===== src/source/pifo_pkg.sv =====
package pifo_pkg;

	// Entry fields
	localparam int RANK_W = 10;
	localparam int META_W = 10;

	// List node store
	localparam int L2_MAX_NODES = 5;
	localparam int MAX_NODES = 1 << L2_MAX_NODES;

	// Front register depth
	localparam int REG_DEPTH = 4;

	// Two nodes are taken by the sentinels
	localparam int LIST_CAP = MAX_NODES - 2;

	typedef logic [RANK_W-1:0] rank_t;
	typedef logic [META_W-1:0] meta_t;
	typedef logic [L2_MAX_NODES-1:0] node_t;

	// Enough for a full list plus a full register
	typedef logic [$clog2(LIST_CAP + REG_DEPTH + 1)-1:0] count_t;
	typedef logic [$clog2(REG_DEPTH + 1)-1:0] reg_cnt_t;

	localparam node_t NODE_HEAD = node_t'(0);
	localparam node_t NODE_TAIL = node_t'(1);

	// List engine
	typedef enum logic [2:0]
	{
		ENG_INIT,
		ENG_IDLE,
		ENG_WALK_RD,
		ENG_WALK_CMP,
		ENG_LINK_NEW,
		ENG_LINK_PREV,
		ENG_POP_RD,
		ENG_POP_OUT
	} engine_state_e;

endpackage

===== src/source/pifo_top.sv =====
`timescale 1ns/1ps

module pifo_top
	import pifo_pkg::*;
(
	input  logic   clk,
	input  logic   rst,
	input  logic   insert,
	input  logic   remove,
	input  rank_t  rank_in,
	input  meta_t  meta_in,
	output rank_t  rank_out,
	output meta_t  meta_out,
	output logic   valid_out,
	output count_t num_entries,
	output logic   busy,
	output logic   full
);

	reg_cnt_t reg_count;
	rank_t    max_rank;
	meta_t    max_meta;
	logic     reg_ins;
	rank_t    reg_ins_rank;
	meta_t    reg_ins_meta;

	logic   list_ins_valid;
	rank_t  list_ins_rank;
	meta_t  list_ins_meta;
	logic   list_ins_ready;
	logic   pop_valid;
	rank_t  pop_rank;
	meta_t  pop_meta;
	logic   pop_ready;
	count_t list_count;

	logic ins_acc;
	logic rem_acc;
	logic reg_full;
	logic below_max;
	logic to_reg;
	logic to_list;
	logic evict;

	assign ins_acc   = insert && !busy && !full;
	assign rem_acc   = remove && valid_out;
	assign reg_full  = (reg_count == reg_cnt_t'(REG_DEPTH));
	assign below_max = (rank_in < max_rank);

	// Admission, keeps every register entry at or below every list entry
	always_comb
	begin
		to_reg  = 1'b0;
		to_list = 1'b0;
		evict   = 1'b0;
		if (ins_acc)
		begin
			if (list_count == '0 && !reg_full)
				to_reg = 1'b1;
			else if (reg_full && !rem_acc)
			begin
				to_reg  = below_max;
				evict   = below_max;
				to_list = !below_max;
			end
			else
			begin
				to_reg  = below_max;
				to_list = !below_max;
			end
		end
	end

	// Evicted maximum or the new entry itself
	assign list_ins_valid = to_list || evict;
	assign list_ins_rank  = evict ? max_rank : rank_in;
	assign list_ins_meta  = evict ? max_meta : meta_in;

	// Refill only into a free slot not taken this edge
	assign pop_ready    = !reg_full && !to_reg;
	assign reg_ins      = to_reg || (pop_valid && pop_ready);
	assign reg_ins_rank = to_reg ? rank_in : pop_rank;
	assign reg_ins_meta = to_reg ? meta_in : pop_meta;

	assign valid_out   = (reg_count != '0);
	assign num_entries = count_t'(reg_count) + list_count;
	// Hold off inserts while a refill is owed
	assign busy = !list_ins_ready || (reg_count == '0 && list_count != '0);

	rank_reg rank_reg_inst
	(
		.clk      (clk),
		.rst      (rst),
		.ins      (reg_ins),
		.ins_rank (reg_ins_rank),
		.ins_meta (reg_ins_meta),
		.rem      (rem_acc),
		.min_rank (rank_out),
		.min_meta (meta_out),
		.max_rank (max_rank),
		.max_meta (max_meta),
		.count    (reg_count)
	);

	list_engine list_engine_inst
	(
		.clk            (clk),
		.rst            (rst),
		.list_ins_valid (list_ins_valid),
		.list_ins_rank  (list_ins_rank),
		.list_ins_meta  (list_ins_meta),
		.list_ins_ready (list_ins_ready),
		.pop_valid      (pop_valid),
		.pop_rank       (pop_rank),
		.pop_meta       (pop_meta),
		.pop_ready      (pop_ready),
		.list_count     (list_count),
		.full           (full)
	);

endmodule


===== src/source/list_engine.sv =====
`timescale 1ns/1ps

module list_engine
	import pifo_pkg::*;
(
	input  logic   clk,
	input  logic   rst,
	input  logic   list_ins_valid,
	input  rank_t  list_ins_rank,
	input  meta_t  list_ins_meta,
	output logic   list_ins_ready,
	output logic   pop_valid,
	output rank_t  pop_rank,
	output meta_t  pop_meta,
	input  logic   pop_ready,
	output count_t list_count,
	output logic   full
);

	localparam int NODE_W = RANK_W + META_W;

	engine_state_e state;

	// Walk position with cur always the successor of prev
	node_t prev;
	node_t cur;
	// Cached successor of the head sentinel
	node_t head_next;
	node_t new_node;
	rank_t ins_rank;
	meta_t ins_meta;

	node_t             rd_addr;
	logic              data_wr_en;
	logic [NODE_W-1:0] data_wr_data;
	logic [NODE_W-1:0] data_rd_data;
	logic              link_wr_en;
	node_t             link_wr_addr;
	node_t             link_wr_data;
	node_t             link_rd_data;

	logic  fl_ready;
	logic  fl_empty;
	logic  alloc;
	node_t alloc_node;
	logic  release_en;

	logic  ins_xfer;
	logic  walk_stop;
	rank_t node_rank;

	assign list_ins_ready = (state == ENG_IDLE) && fl_ready;
	assign ins_xfer       = list_ins_valid && list_ins_ready;
	assign full           = fl_empty;

	assign node_rank = data_rd_data[META_W +: RANK_W];
	assign walk_stop = (cur == NODE_TAIL) || (node_rank > ins_rank);

	assign pop_valid = (state == ENG_POP_OUT);
	assign pop_rank  = data_rd_data[META_W +: RANK_W];
	assign pop_meta  = data_rd_data[META_W-1:0];

	assign alloc      = (state == ENG_LINK_NEW);
	assign release_en = pop_valid && pop_ready;

	// Pop keeps its address so the presented entry holds under back-pressure
	assign rd_addr = (state == ENG_POP_RD || state == ENG_POP_OUT) ? head_next : cur;

	assign data_wr_en   = (state == ENG_LINK_NEW);
	assign data_wr_data = {ins_rank, ins_meta};

	always_comb
	begin
		link_wr_en   = 1'b0;
		link_wr_addr = NODE_HEAD;
		link_wr_data = NODE_TAIL;
		case (state)
			ENG_INIT:
				link_wr_en = fl_ready;
			ENG_LINK_NEW:
			begin
				link_wr_en   = 1'b1;
				link_wr_addr = alloc_node;
				link_wr_data = cur;
			end
			ENG_LINK_PREV:
			begin
				link_wr_en   = 1'b1;
				link_wr_addr = prev;
				link_wr_data = new_node;
			end
			ENG_POP_OUT:
			begin
				// Head skips the popped node
				link_wr_en   = pop_ready;
				link_wr_data = link_rd_data;
			end
			default:
				link_wr_en = 1'b0;
		endcase
	end

	always_ff @(posedge clk)
	begin
		if (rst)
		begin
			state      <= ENG_INIT;
			list_count <= '0;
		end
		else
		begin
			case (state)
				ENG_INIT:
					if (fl_ready)
						state <= ENG_IDLE;
				ENG_IDLE:
					if (ins_xfer)
						state <= ENG_WALK_RD;
					else if (pop_ready && list_count != '0)
						state <= ENG_POP_RD;
				ENG_WALK_RD:
					state <= ENG_WALK_CMP;
				ENG_WALK_CMP:
					state <= walk_stop ? ENG_LINK_NEW : ENG_WALK_RD;
				ENG_LINK_NEW:
					state <= ENG_LINK_PREV;
				ENG_LINK_PREV:
				begin
					list_count <= list_count + 1'b1;
					state      <= ENG_IDLE;
				end
				ENG_POP_RD:
					state <= ENG_POP_OUT;
				ENG_POP_OUT:
					if (pop_ready)
					begin
						list_count <= list_count - 1'b1;
						state      <= ENG_IDLE;
					end
				default:
					state <= ENG_INIT;
			endcase
		end
	end

	always_ff @(posedge clk)
	begin
		if (state == ENG_INIT && fl_ready)
			head_next <= NODE_TAIL;
		if (ins_xfer)
		begin
			ins_rank <= list_ins_rank;
			ins_meta <= list_ins_meta;
			prev     <= NODE_HEAD;
			cur      <= head_next;
		end
		if (state == ENG_WALK_CMP && !walk_stop)
		begin
			prev <= cur;
			cur  <= link_rd_data;
		end
		if (state == ENG_LINK_NEW)
			new_node <= alloc_node;
		if (state == ENG_LINK_PREV && prev == NODE_HEAD)
			head_next <= new_node;
		if (release_en)
			head_next <= link_rd_data;
	end

	node_ram #(.DATA_W(NODE_W)) data_ram
	(
		.clk     (clk),
		.wr_en   (data_wr_en),
		.wr_addr (alloc_node),
		.wr_data (data_wr_data),
		.rd_addr (rd_addr),
		.rd_data (data_rd_data)
	);

	node_ram #(.DATA_W(L2_MAX_NODES)) link_ram
	(
		.clk     (clk),
		.wr_en   (link_wr_en),
		.wr_addr (link_wr_addr),
		.wr_data (link_wr_data),
		.rd_addr (rd_addr),
		.rd_data (link_rd_data)
	);

	free_list free_list_inst
	(
		.clk          (clk),
		.rst          (rst),
		.alloc        (alloc),
		.alloc_node   (alloc_node),
		.release_en   (release_en),
		.release_node (head_next),
		.empty        (fl_empty),
		.ready        (fl_ready)
	);

endmodule


===== src/source/rank_reg.sv =====
`timescale 1ns/1ps

module rank_reg
	import pifo_pkg::*;
(
	input  logic     clk,
	input  logic     rst,
	input  logic     ins,
	input  rank_t    ins_rank,
	input  meta_t    ins_meta,
	input  logic     rem,
	output rank_t    min_rank,
	output meta_t    min_meta,
	output rank_t    max_rank,
	output meta_t    max_meta,
	output reg_cnt_t count
);

	rank_t    rank_q [REG_DEPTH];
	meta_t    meta_q [REG_DEPTH];
	rank_t    shift_rank [REG_DEPTH];
	meta_t    shift_meta [REG_DEPTH];
	rank_t    next_rank [REG_DEPTH];
	meta_t    next_meta [REG_DEPTH];
	reg_cnt_t base_cnt;
	reg_cnt_t ins_pos;
	int       max_idx;

	// Smallest entry first
	always_comb
	begin
		for (int i = 0; i < REG_DEPTH - 1; i++)
		begin
			shift_rank[i] = rem ? rank_q[i+1] : rank_q[i];
			shift_meta[i] = rem ? meta_q[i+1] : meta_q[i];
		end
		shift_rank[REG_DEPTH-1] = rank_q[REG_DEPTH-1];
		shift_meta[REG_DEPTH-1] = meta_q[REG_DEPTH-1];

		base_cnt = (rem && count != '0) ? count - 1'b1 : count;
		// Full with no remove, so the top entry has gone to the list
		if (ins && base_cnt == reg_cnt_t'(REG_DEPTH))
			base_cnt = reg_cnt_t'(REG_DEPTH - 1);

		// Goes after any equal ranks
		ins_pos = '0;
		for (int i = 0; i < REG_DEPTH; i++)
		begin
			if (i < int'(base_cnt) && shift_rank[i] <= ins_rank)
				ins_pos = ins_pos + 1'b1;
		end

		next_rank[0] = (ins && ins_pos == '0) ? ins_rank : shift_rank[0];
		next_meta[0] = (ins && ins_pos == '0) ? ins_meta : shift_meta[0];
		for (int i = 1; i < REG_DEPTH; i++)
		begin
			if (ins && i == int'(ins_pos))
			begin
				next_rank[i] = ins_rank;
				next_meta[i] = ins_meta;
			end
			else if (ins && i > int'(ins_pos))
			begin
				next_rank[i] = shift_rank[i-1];
				next_meta[i] = shift_meta[i-1];
			end
			else
			begin
				next_rank[i] = shift_rank[i];
				next_meta[i] = shift_meta[i];
			end
		end
	end

	always_ff @(posedge clk)
	begin
		if (rst)
			count <= '0;
		else
			count <= base_cnt + reg_cnt_t'(ins);
	end

	always_ff @(posedge clk)
	begin
		for (int i = 0; i < REG_DEPTH; i++)
		begin
			rank_q[i] <= next_rank[i];
			meta_q[i] <= next_meta[i];
		end
	end

	always_comb
	begin
		max_idx = (count == '0) ? 0 : int'(count) - 1;
	end

	assign min_rank = rank_q[0];
	assign min_meta = meta_q[0];
	assign max_rank = rank_q[max_idx];
	assign max_meta = meta_q[max_idx];

endmodule


===== src/source/free_list.sv =====
`timescale 1ns/1ps

module free_list
	import pifo_pkg::*;
(
	input  logic  clk,
	input  logic  rst,
	input  logic  alloc,
	output node_t alloc_node,
	input  logic  release_en,
	input  node_t release_node,
	output logic  empty,
	output logic  ready
);

	node_t  fifo_mem [MAX_NODES];
	node_t  rd_ptr;
	node_t  wr_ptr;
	count_t fill;
	node_t  load_idx;
	logic   push;
	node_t  push_node;
	logic   pop;

	// While loading, push the next unused index instead of a released one
	assign push      = !ready || release_en;
	assign push_node = ready ? release_node : load_idx;
	assign pop       = alloc && (fill != '0);

	// Fall-through head
	assign alloc_node = fifo_mem[rd_ptr];

	// Only meaningful once loaded
	assign empty = ready && (fill == '0);

	always_ff @(posedge clk)
	begin
		if (rst)
		begin
			rd_ptr   <= '0;
			wr_ptr   <= '0;
			fill     <= '0;
			load_idx <= node_t'(2);
			ready    <= 1'b0;
		end
		else
		begin
			if (push)
				wr_ptr <= wr_ptr + 1'b1;
			if (pop)
				rd_ptr <= rd_ptr + 1'b1;

			if (push && !pop)
				fill <= fill + 1'b1;
			else if (pop && !push)
				fill <= fill - 1'b1;

			if (!ready)
			begin
				load_idx <= load_idx + 1'b1;
				// Last usable node index
				if (load_idx == node_t'(MAX_NODES - 1))
					ready <= 1'b1;
			end
		end
	end

	always_ff @(posedge clk)
	begin
		if (push)
			fifo_mem[wr_ptr] <= push_node;
	end

endmodule


===== src/source/node_ram.sv =====
`timescale 1ns/1ps

module node_ram
	import pifo_pkg::*;
#(
	parameter int DATA_W = RANK_W + META_W
)
(
	input  logic              clk,
	input  logic              wr_en,
	input  node_t             wr_addr,
	input  logic [DATA_W-1:0] wr_data,
	input  node_t             rd_addr,
	output logic [DATA_W-1:0] rd_data
);

	logic [DATA_W-1:0] mem [MAX_NODES];

	always_ff @(posedge clk)
	begin
		if (wr_en)
			mem[wr_addr] <= wr_data;
	end

	// Read every cycle, data one cycle later
	always_ff @(posedge clk)
	begin
		rd_data <= mem[rd_addr];
	end

endmodule


===== config.mk =====
export PLATFORM = sky130hd
export DESIGN_NAME = pifo_top
export DESIGN_NICKNAME = d
export VERILOG_FILES = /design/src/source/pifo_pkg.sv /design/src/source/pifo_top.sv /design/src/source/list_engine.sv /design/src/source/rank_reg.sv /design/src/source/free_list.sv /design/src/source/node_ram.sv
export SDC_FILE = /design/constraint.sdc
export NUM_CORES = 2
export LEC_CHECK = 0
export BUFFER_PORTS_ARGS = -buffer_cell sky130_fd_sc_hd__buf_2
export CAP_MARGIN = 5
export CELL_PAD_IN_SITES_DETAIL_PLACEMENT = 1
export CELL_PAD_IN_SITES_GLOBAL_PLACEMENT = 1
export CORE_MARGIN = 10
export CORE_UTILIZATION = 30
export DETAILED_ROUTE_END_ITERATION = 8
export PLACE_DENSITY_LB_ADDON = 0.1
export RECOVER_POWER = 50
export SLEW_MARGIN = 10
export SYNTH_ARGS = -nofsm -noshare
export SYNTH_HDL_FRONTEND = slang
export SYNTH_SLANG_ARGS = --single-unit

===== constraint.sdc =====
create_clock -name clk -period 19.03 [get_ports clk]
set_input_delay 5.709 -clock clk [delete_from_list [all_inputs] [get_ports clk]]
set_output_delay 5.709 -clock clk [all_outputs]
set_load 0.05 [all_outputs]

# Word-level counts from Yosys, hierarchy flattened
# Memory sizes are Yosys's and may differ from the RTL's. A register that Yosys moved wholly into a read port is not among the register bits.
# Index checks and enable logic that the tools add are counted.
[word_totals]
regBits = 74
ramBits = 1040
input_bits = 24
elab_cells = 197
memories = 5
[mem_list]
columns = ["memory", "words", "width", "read_ports", "rd_clocked_by_memory_dff", "wr", "line", "text"]
rows = [
  ["list_engine_inst.data_ram.mem", 32, 20, 1, 1, 1, "node_ram.sv:17", "logic [DATA_W-1:0] mem [MAX_NODES];"],
  ["list_engine_inst.free_list_inst.fifo_mem", 32, 5, 1, 1, 1, "free_list.sv:16", "node_t fifo_mem [MAX_NODES];"],
  ["list_engine_inst.link_ram.mem", 32, 5, 1, 1, 1, "node_ram.sv:17", ""],
  ["rank_reg_inst.meta_q", 4, 10, 5, 0, 4, "rank_reg.sv:20", "meta_t meta_q [REG_DEPTH];"],
  ["rank_reg_inst.rank_q", 4, 10, 5, 0, 4, "rank_reg.sv:19", "rank_t rank_q [REG_DEPTH];"],
]
[classes]
addsub = 14
magnitude_cmp = 13
eq_ne = 17
muxes = 70
reduce_logical = 64
[ops]
columns = ["op", "count"]
rows = [
  ["10-bit two-way mux", 24],
  ["5-bit two-way mux", 11],
  ["10-bit less-or-equal comparator", 4],
  ["1-bit logical AND", 31],
  ["3-bit two-way mux", 10],
  ["3-bit one-hot mux with 8 select lines", 1],
  ["3-bit == test, second input constant", 6],
  ["6-bit two-way mux", 3],
  ["1-bit two-way mux", 16],
  ["5-bit by 1-bit adder with 5-bit output, second input constant", 3],
  ["5-bit one-hot mux with 3 select lines", 1],
  ["6-bit by 1-bit adder with 6-bit output, second input constant", 2],
  ["6-bit logical NOT", 2],
  ["6-bit one-hot mux with 2 select lines", 1],
  ["6-bit nonzero test", 2],
  ["6-bit by 1-bit subtractor with 6-bit output, second input constant", 2],
  ["1-bit logical NOT", 11],
  ["10-bit > comparator", 1],
  ["10-bit < comparator", 1],
  ["5-bit one-hot mux with 2 select lines", 1],
  ["3-bit logical NOT", 3],
  ["3-bit by 1-bit adder with 3-bit output, second input constant", 2],
  ["3-bit by 6-bit adder with 6-bit output", 1],
  ["3-bit by 2-bit == test with 1-bit output, second input constant", 2],
  ["other kinds (24)", 37],
]

# Logic depth before layout (Yosys ltp)
[logic_depth]
word_depth = 27
ltp_mapped = 39
ltp_nobuf = 30

# Modules after synthesis
# From an unflattened synthesis, not the netlist that was laid out.
[hier_totals]
cells_unflattened = 3139
area_unflattened_um2 = 49148.4
[modules_own_cells]
columns = ["module", "instances", "cells_each", "area_each_um2", "seq_area_each_um2"]
rows = [
  ["node_ram at list_engine_inst.data_ram", 1, 1414, 25553.3, 19618.8],
  ["free_list", 1, 483, 7699.9, 5345.1],
  ["node_ram at list_engine_inst.link_ram", 1, 277, 6344.8, 4904.7],
  ["rank_reg", 1, 603, 5743.0, 1861.8],
  ["list_engine", 1, 242, 2665.1, 1381.3],
  ["pifo_top", 1, 120, 1142.3, 0.0],
]

# Worst setup path before layout
# Ideal clock, no wire load.
[synth_timing]
path_type = "input to register"
from = "in rank_in[9]"
to = "mem rank_reg_inst.meta_q[3][0] (netlist name) (enable)"
t_arrival_ps = 11046
required_ps = 18633
path_slack_ps = 7588
path_stages = 24
path_buffers = 2
cell_sequence = "ha_1 -> nand2_1 -> nor4_1 -> o21a_1 -> a21o_1 -> buf_4 -> buf_6 -> mux2i_1 -> ha_1 -> a21oi_1 -> o21ai_0 -> maj3_1 -> a211o_1 -> a221oi_1 -> o22a_1 -> inv_1 -> ha_1 -> xor2_1 -> inv_1 -> ha_1 -> inv_1 -> nor2_1 -> xnor2_1 -> nor2_1"
[synth_rtl]
columns = ["item", "line", "text"]
rows = [
  ["start, declared", "pifo_top.sv:10", "input rank_t rank_in,"],
  ["end, declared", "rank_reg.sv:20", ""],
]

==> results.md <==
- Cts bufs inserted: about 140
- Fin. Hold Viols: 0
- Layout area overhead: 14.9%
- Synth cell types: 81
- Worst Clk Skew: about 0.024 ns
- Total gr overflow: 0
- Max stage delay on crit path: 0.78 ns
- NumNets Final: 3227
- CTS clock-pin slew for the worst setup and hold paths: 0.05 ns
- Sw frac: 0.301
- Yosys top cell area share: 0.632
- R2r setup slk: 8.95 ns
- Initial Util: 0.302
- TritonRoute pass-1 iters: 5
- Grt peak-use layer: met2
- Worst R2R Start: rank_reg_inst.count[1]$_SDFF_PP0_
- Synth warn: 0
- Die height: 422 um
- Part of the power in registers: 0.426
- Slew @ Worst Pin: about 3.7 ns
- Initial DRC count: 1793
- Most frequent cell after synthesis: edfxtp_1
- Crit-path slowest cell: nor4_1
- Fmax: about 80 MHz
- Core footprint: about 160000 um2
- Number of setup violations in the final report: 0
- Total negative slack: 0 ns
- DRC Markers: 0
- Post-cts gate resize count: 0
- Tmin final: around 13 ns
- Largest net degree at the start of global routing: 93
- HP Class: register to register
- Longest Clk Path Bufs: 3
- Die area: between 150000 and 200000 um2
- Cell Rows: 147
- CP Capture Type: register
- Initial antenna violation count: 12
- Worst r2r path cells: 30
- H-Tree Depth: 4
- Syn_nets: 3127
- WS Path Type: primary input to register
- Relative slew slack: -1.46
- Peak supply drop: 217 uV
- Crit-path leading delay family: simple AND/OR/NAND/NOR gates
- Cells taking the most area after synthesis: edfxtp_1, mux4_2, dfxtp_1, mux2i_1, nand2_1
- Met3 Use GR: 0.0269
- Number of global-route vias before repair: about 30000
- Root Buffer Master: clkbuf_16
- Crit path required time: roughly 20 ns
- Hold Buf Count CTS: 0
- Area leader, netlist: edfxtp_1
- Avg WL per Cell: 25.6 um
- Placed insts: roughly 5000
- Final HPWL DP: 86.6 mm
- Final slew viol count: 344
- Synth cell count leaders: edfxtp_1, nand2_1, mux4_2
- Failing checks: max-capacitance violations, max-slew violations
- GP Congestion: approximately 0.76
- Routed Wire Length: 138 mm
- Pleak: around 19 nW
- Share of flip-flops with an asynchronous set or reset: 0
- Reg2reg end: rank_reg_inst.meta_q[2][0]$_DFF_P_
- Global-route wire length before repair: 204 mm
- GRT Total Usage: 0.153
- Met2 GRT Util: 0.251
- Met1 GRT Util: 0.209
- Vias: roughly 27000
- Crit path top cell by count: ha_1
- Setup Buffers After CTS: 0
- Hold Crit Depth: 2
- Crit path buffers/inverters: 5
- Post-Layout Cell Count: between 5000 and 6000
- Clock Sinks: about 1100
- Clk pwr share: 0.369
- Power Total: 6.75 mW
- Hold_sp: list_engine_inst.free_list_inst.fill[5]$_SDFFE_PP0P_
- PD cells: 121 nW/um2
- # port buffers: 52
- Number of flops mapped to enable cells by yosys: 1020
- NetSw: a little over 2 mW
- P_int: 4.72 mW
- Combinational power share: 0.205
- Syn Inst Count: 3023
- Max cap viols: 10
- Vias per Instance: 4.97
- CTS tree: yes
- Number of synthesized register bits: 1144
- RSZ-0062 raised after global routing: no
- Die W: between 400 and 500 um
- CP arrival: 13.30 ns
- Outcome: complete, but fails checks
- Final worst slack: 6.39 ns
- Syn Area/Cell: roughly 16 um2
- Post-synth top flop: edfxtp_1
- Fin crit share: 0.664
- Layout cell share with drive strength beyond 1: 0.200
- Sequential area share after synthesis: 0.683
- DP Worst Slack: 5.70 ns
- Max FO, Critical Path: 25
- I/O pins: 53
- Hold Path Sink: list_engine_inst.free_list_inst.fill[5]$_SDFFE_PP0P_
- Antenna viol nets, final: 0
- CP Launch Type: primary input
- Clk_lat worst skew: around 0.76 ns
- Post-Synthesis Cell Area: a little under 50000 um2
[worst reg2reg max path, delay by kind of cell (launching register included)]
family / cells / cell delay [ns]
buffers and inverters: 5 / 1.09
XOR/XNOR: 1 / 0.31
multiplexers: 2 / 1.05
AND/OR/NAND/NOR: 7 / 3.02
AO/OA/AOI/OAI: 9 / 2.26
flip-flops: 1 / 0.39
adder cells (fa/ha/maj): 6 / 1.88
[registers in the layout, indices dropped and copies added (netlist names), 6 cells and up, named ones only]
signal,cells
list_engine_inst.data_ram.mem,640
list_engine_inst.data_ram.rd_data,20
list_engine_inst.free_list_inst.fifo_mem,160
list_engine_inst.free_list_inst.fill,6
list_engine_inst.ins_meta,10
list_engine_inst.ins_rank,10
list_engine_inst.link_ram.mem,160
list_engine_inst.list_count,6
rank_reg_inst.meta_q,40
rank_reg_inst.rank_q,40
[stage by stage]
step / util / hold WS (ns) / area [um2]
2_1_floorplan: - / 0.453 / 48500
6_report: 0.347 / 0.494 / 55700
4_1_cts: 0.347 / 0.493 / 55700
3_3_place_gp: 0.321 / 0.467 / 51500
5_1_grt: 0.347 / 0.535 / 55700
3_5_place_dp: 0.321 / 0.485 / 51500
[layer usage]
metal,wire [um],vias to the layer above
met2,66100,463
met1,64400,14200
met4,2850,0
met3,4870,195
met5,0,-
li1,-,11900
[worst max-delay path by stage]
stage / start / to / depth (start not counted)
floorplan: rank_in[9] / rank_reg_inst.meta_q[3][0]$_DFFE_PP_ / 24
global placement: rank_in[7] / rank_reg_inst.meta_q[2][1]$_DFF_P_ / 25
detailed placement: rank_in[7] / rank_reg_inst.meta_q[2][6]$_DFF_P_ / 25
CTS: rank_in[7] / rank_reg_inst.meta_q[2][6]$_DFF_P_ / 25
global route: rank_in[7] / rank_reg_inst.meta_q[2][7]$_DFF_P_ / 27
finish: rank_in[7] / rank_reg_inst.meta_q[2][0]$_DFF_P_ / 25
[power by group through the flow]
stage	Sequential [mW]	Clock, mW	Combinational [mW]
after CTS	2.87	2.57	1.41
after detailed placement	2.92	0	1.40
after global routing	2.88	2.67	1.51
after global placement	2.92	0	1.36
after floorplan	2.96	0	0.911
final	2.87	2.49	1.38
[cell type report]
class,count,area [um2]
multi-input combinational,1650,14700
antenna,1,2.50
tap,2160,2700
sequential,1144,33100
timing repair buffer,123,723
inverter,68,255
clock buffer,176,3650
fill,16200,105000
clock inverter,69,569
[placed cells by master (no fill, tap or decap), types with 52 or more instances in the layout]
master / synthesis / routed
clkbuf_1: 83 / 56
clkbuf_16: 0 / 139
nand3_1: 139 / 139
dfxtp_1: 124 / 122
a21oi_1: 64 / 64
inv_1: 67 / 67
edfxtp_1: 1020 / 1020
mux4_2: 250 / 250
nand2_1: 348 / 347
ha_1: 77 / 77
mux2i_1: 172 / 167
nor2_1: 191 / 154
buf_2: 14 / 52
o21ai_0: 95 / 94
[logic make-up after synthesis]
| group | Yosys count | synth area share |
|---|---|---|
| flip-flops | 1144 | 0.683 |
| XOR/XNOR | 35 | 0.00648 |
| AO/OA/AOI/OAI | 266 | 0.0350 |
| buffers and inverters | 229 | 0.0197 |
| multiplexers | 460 | 0.161 |
| adder cells (fa/ha/maj) | 82 | 0.0215 |
| AND/OR/NAND/NOR | 807 | 0.0735 |
Power figures use the tool's default switching activity.
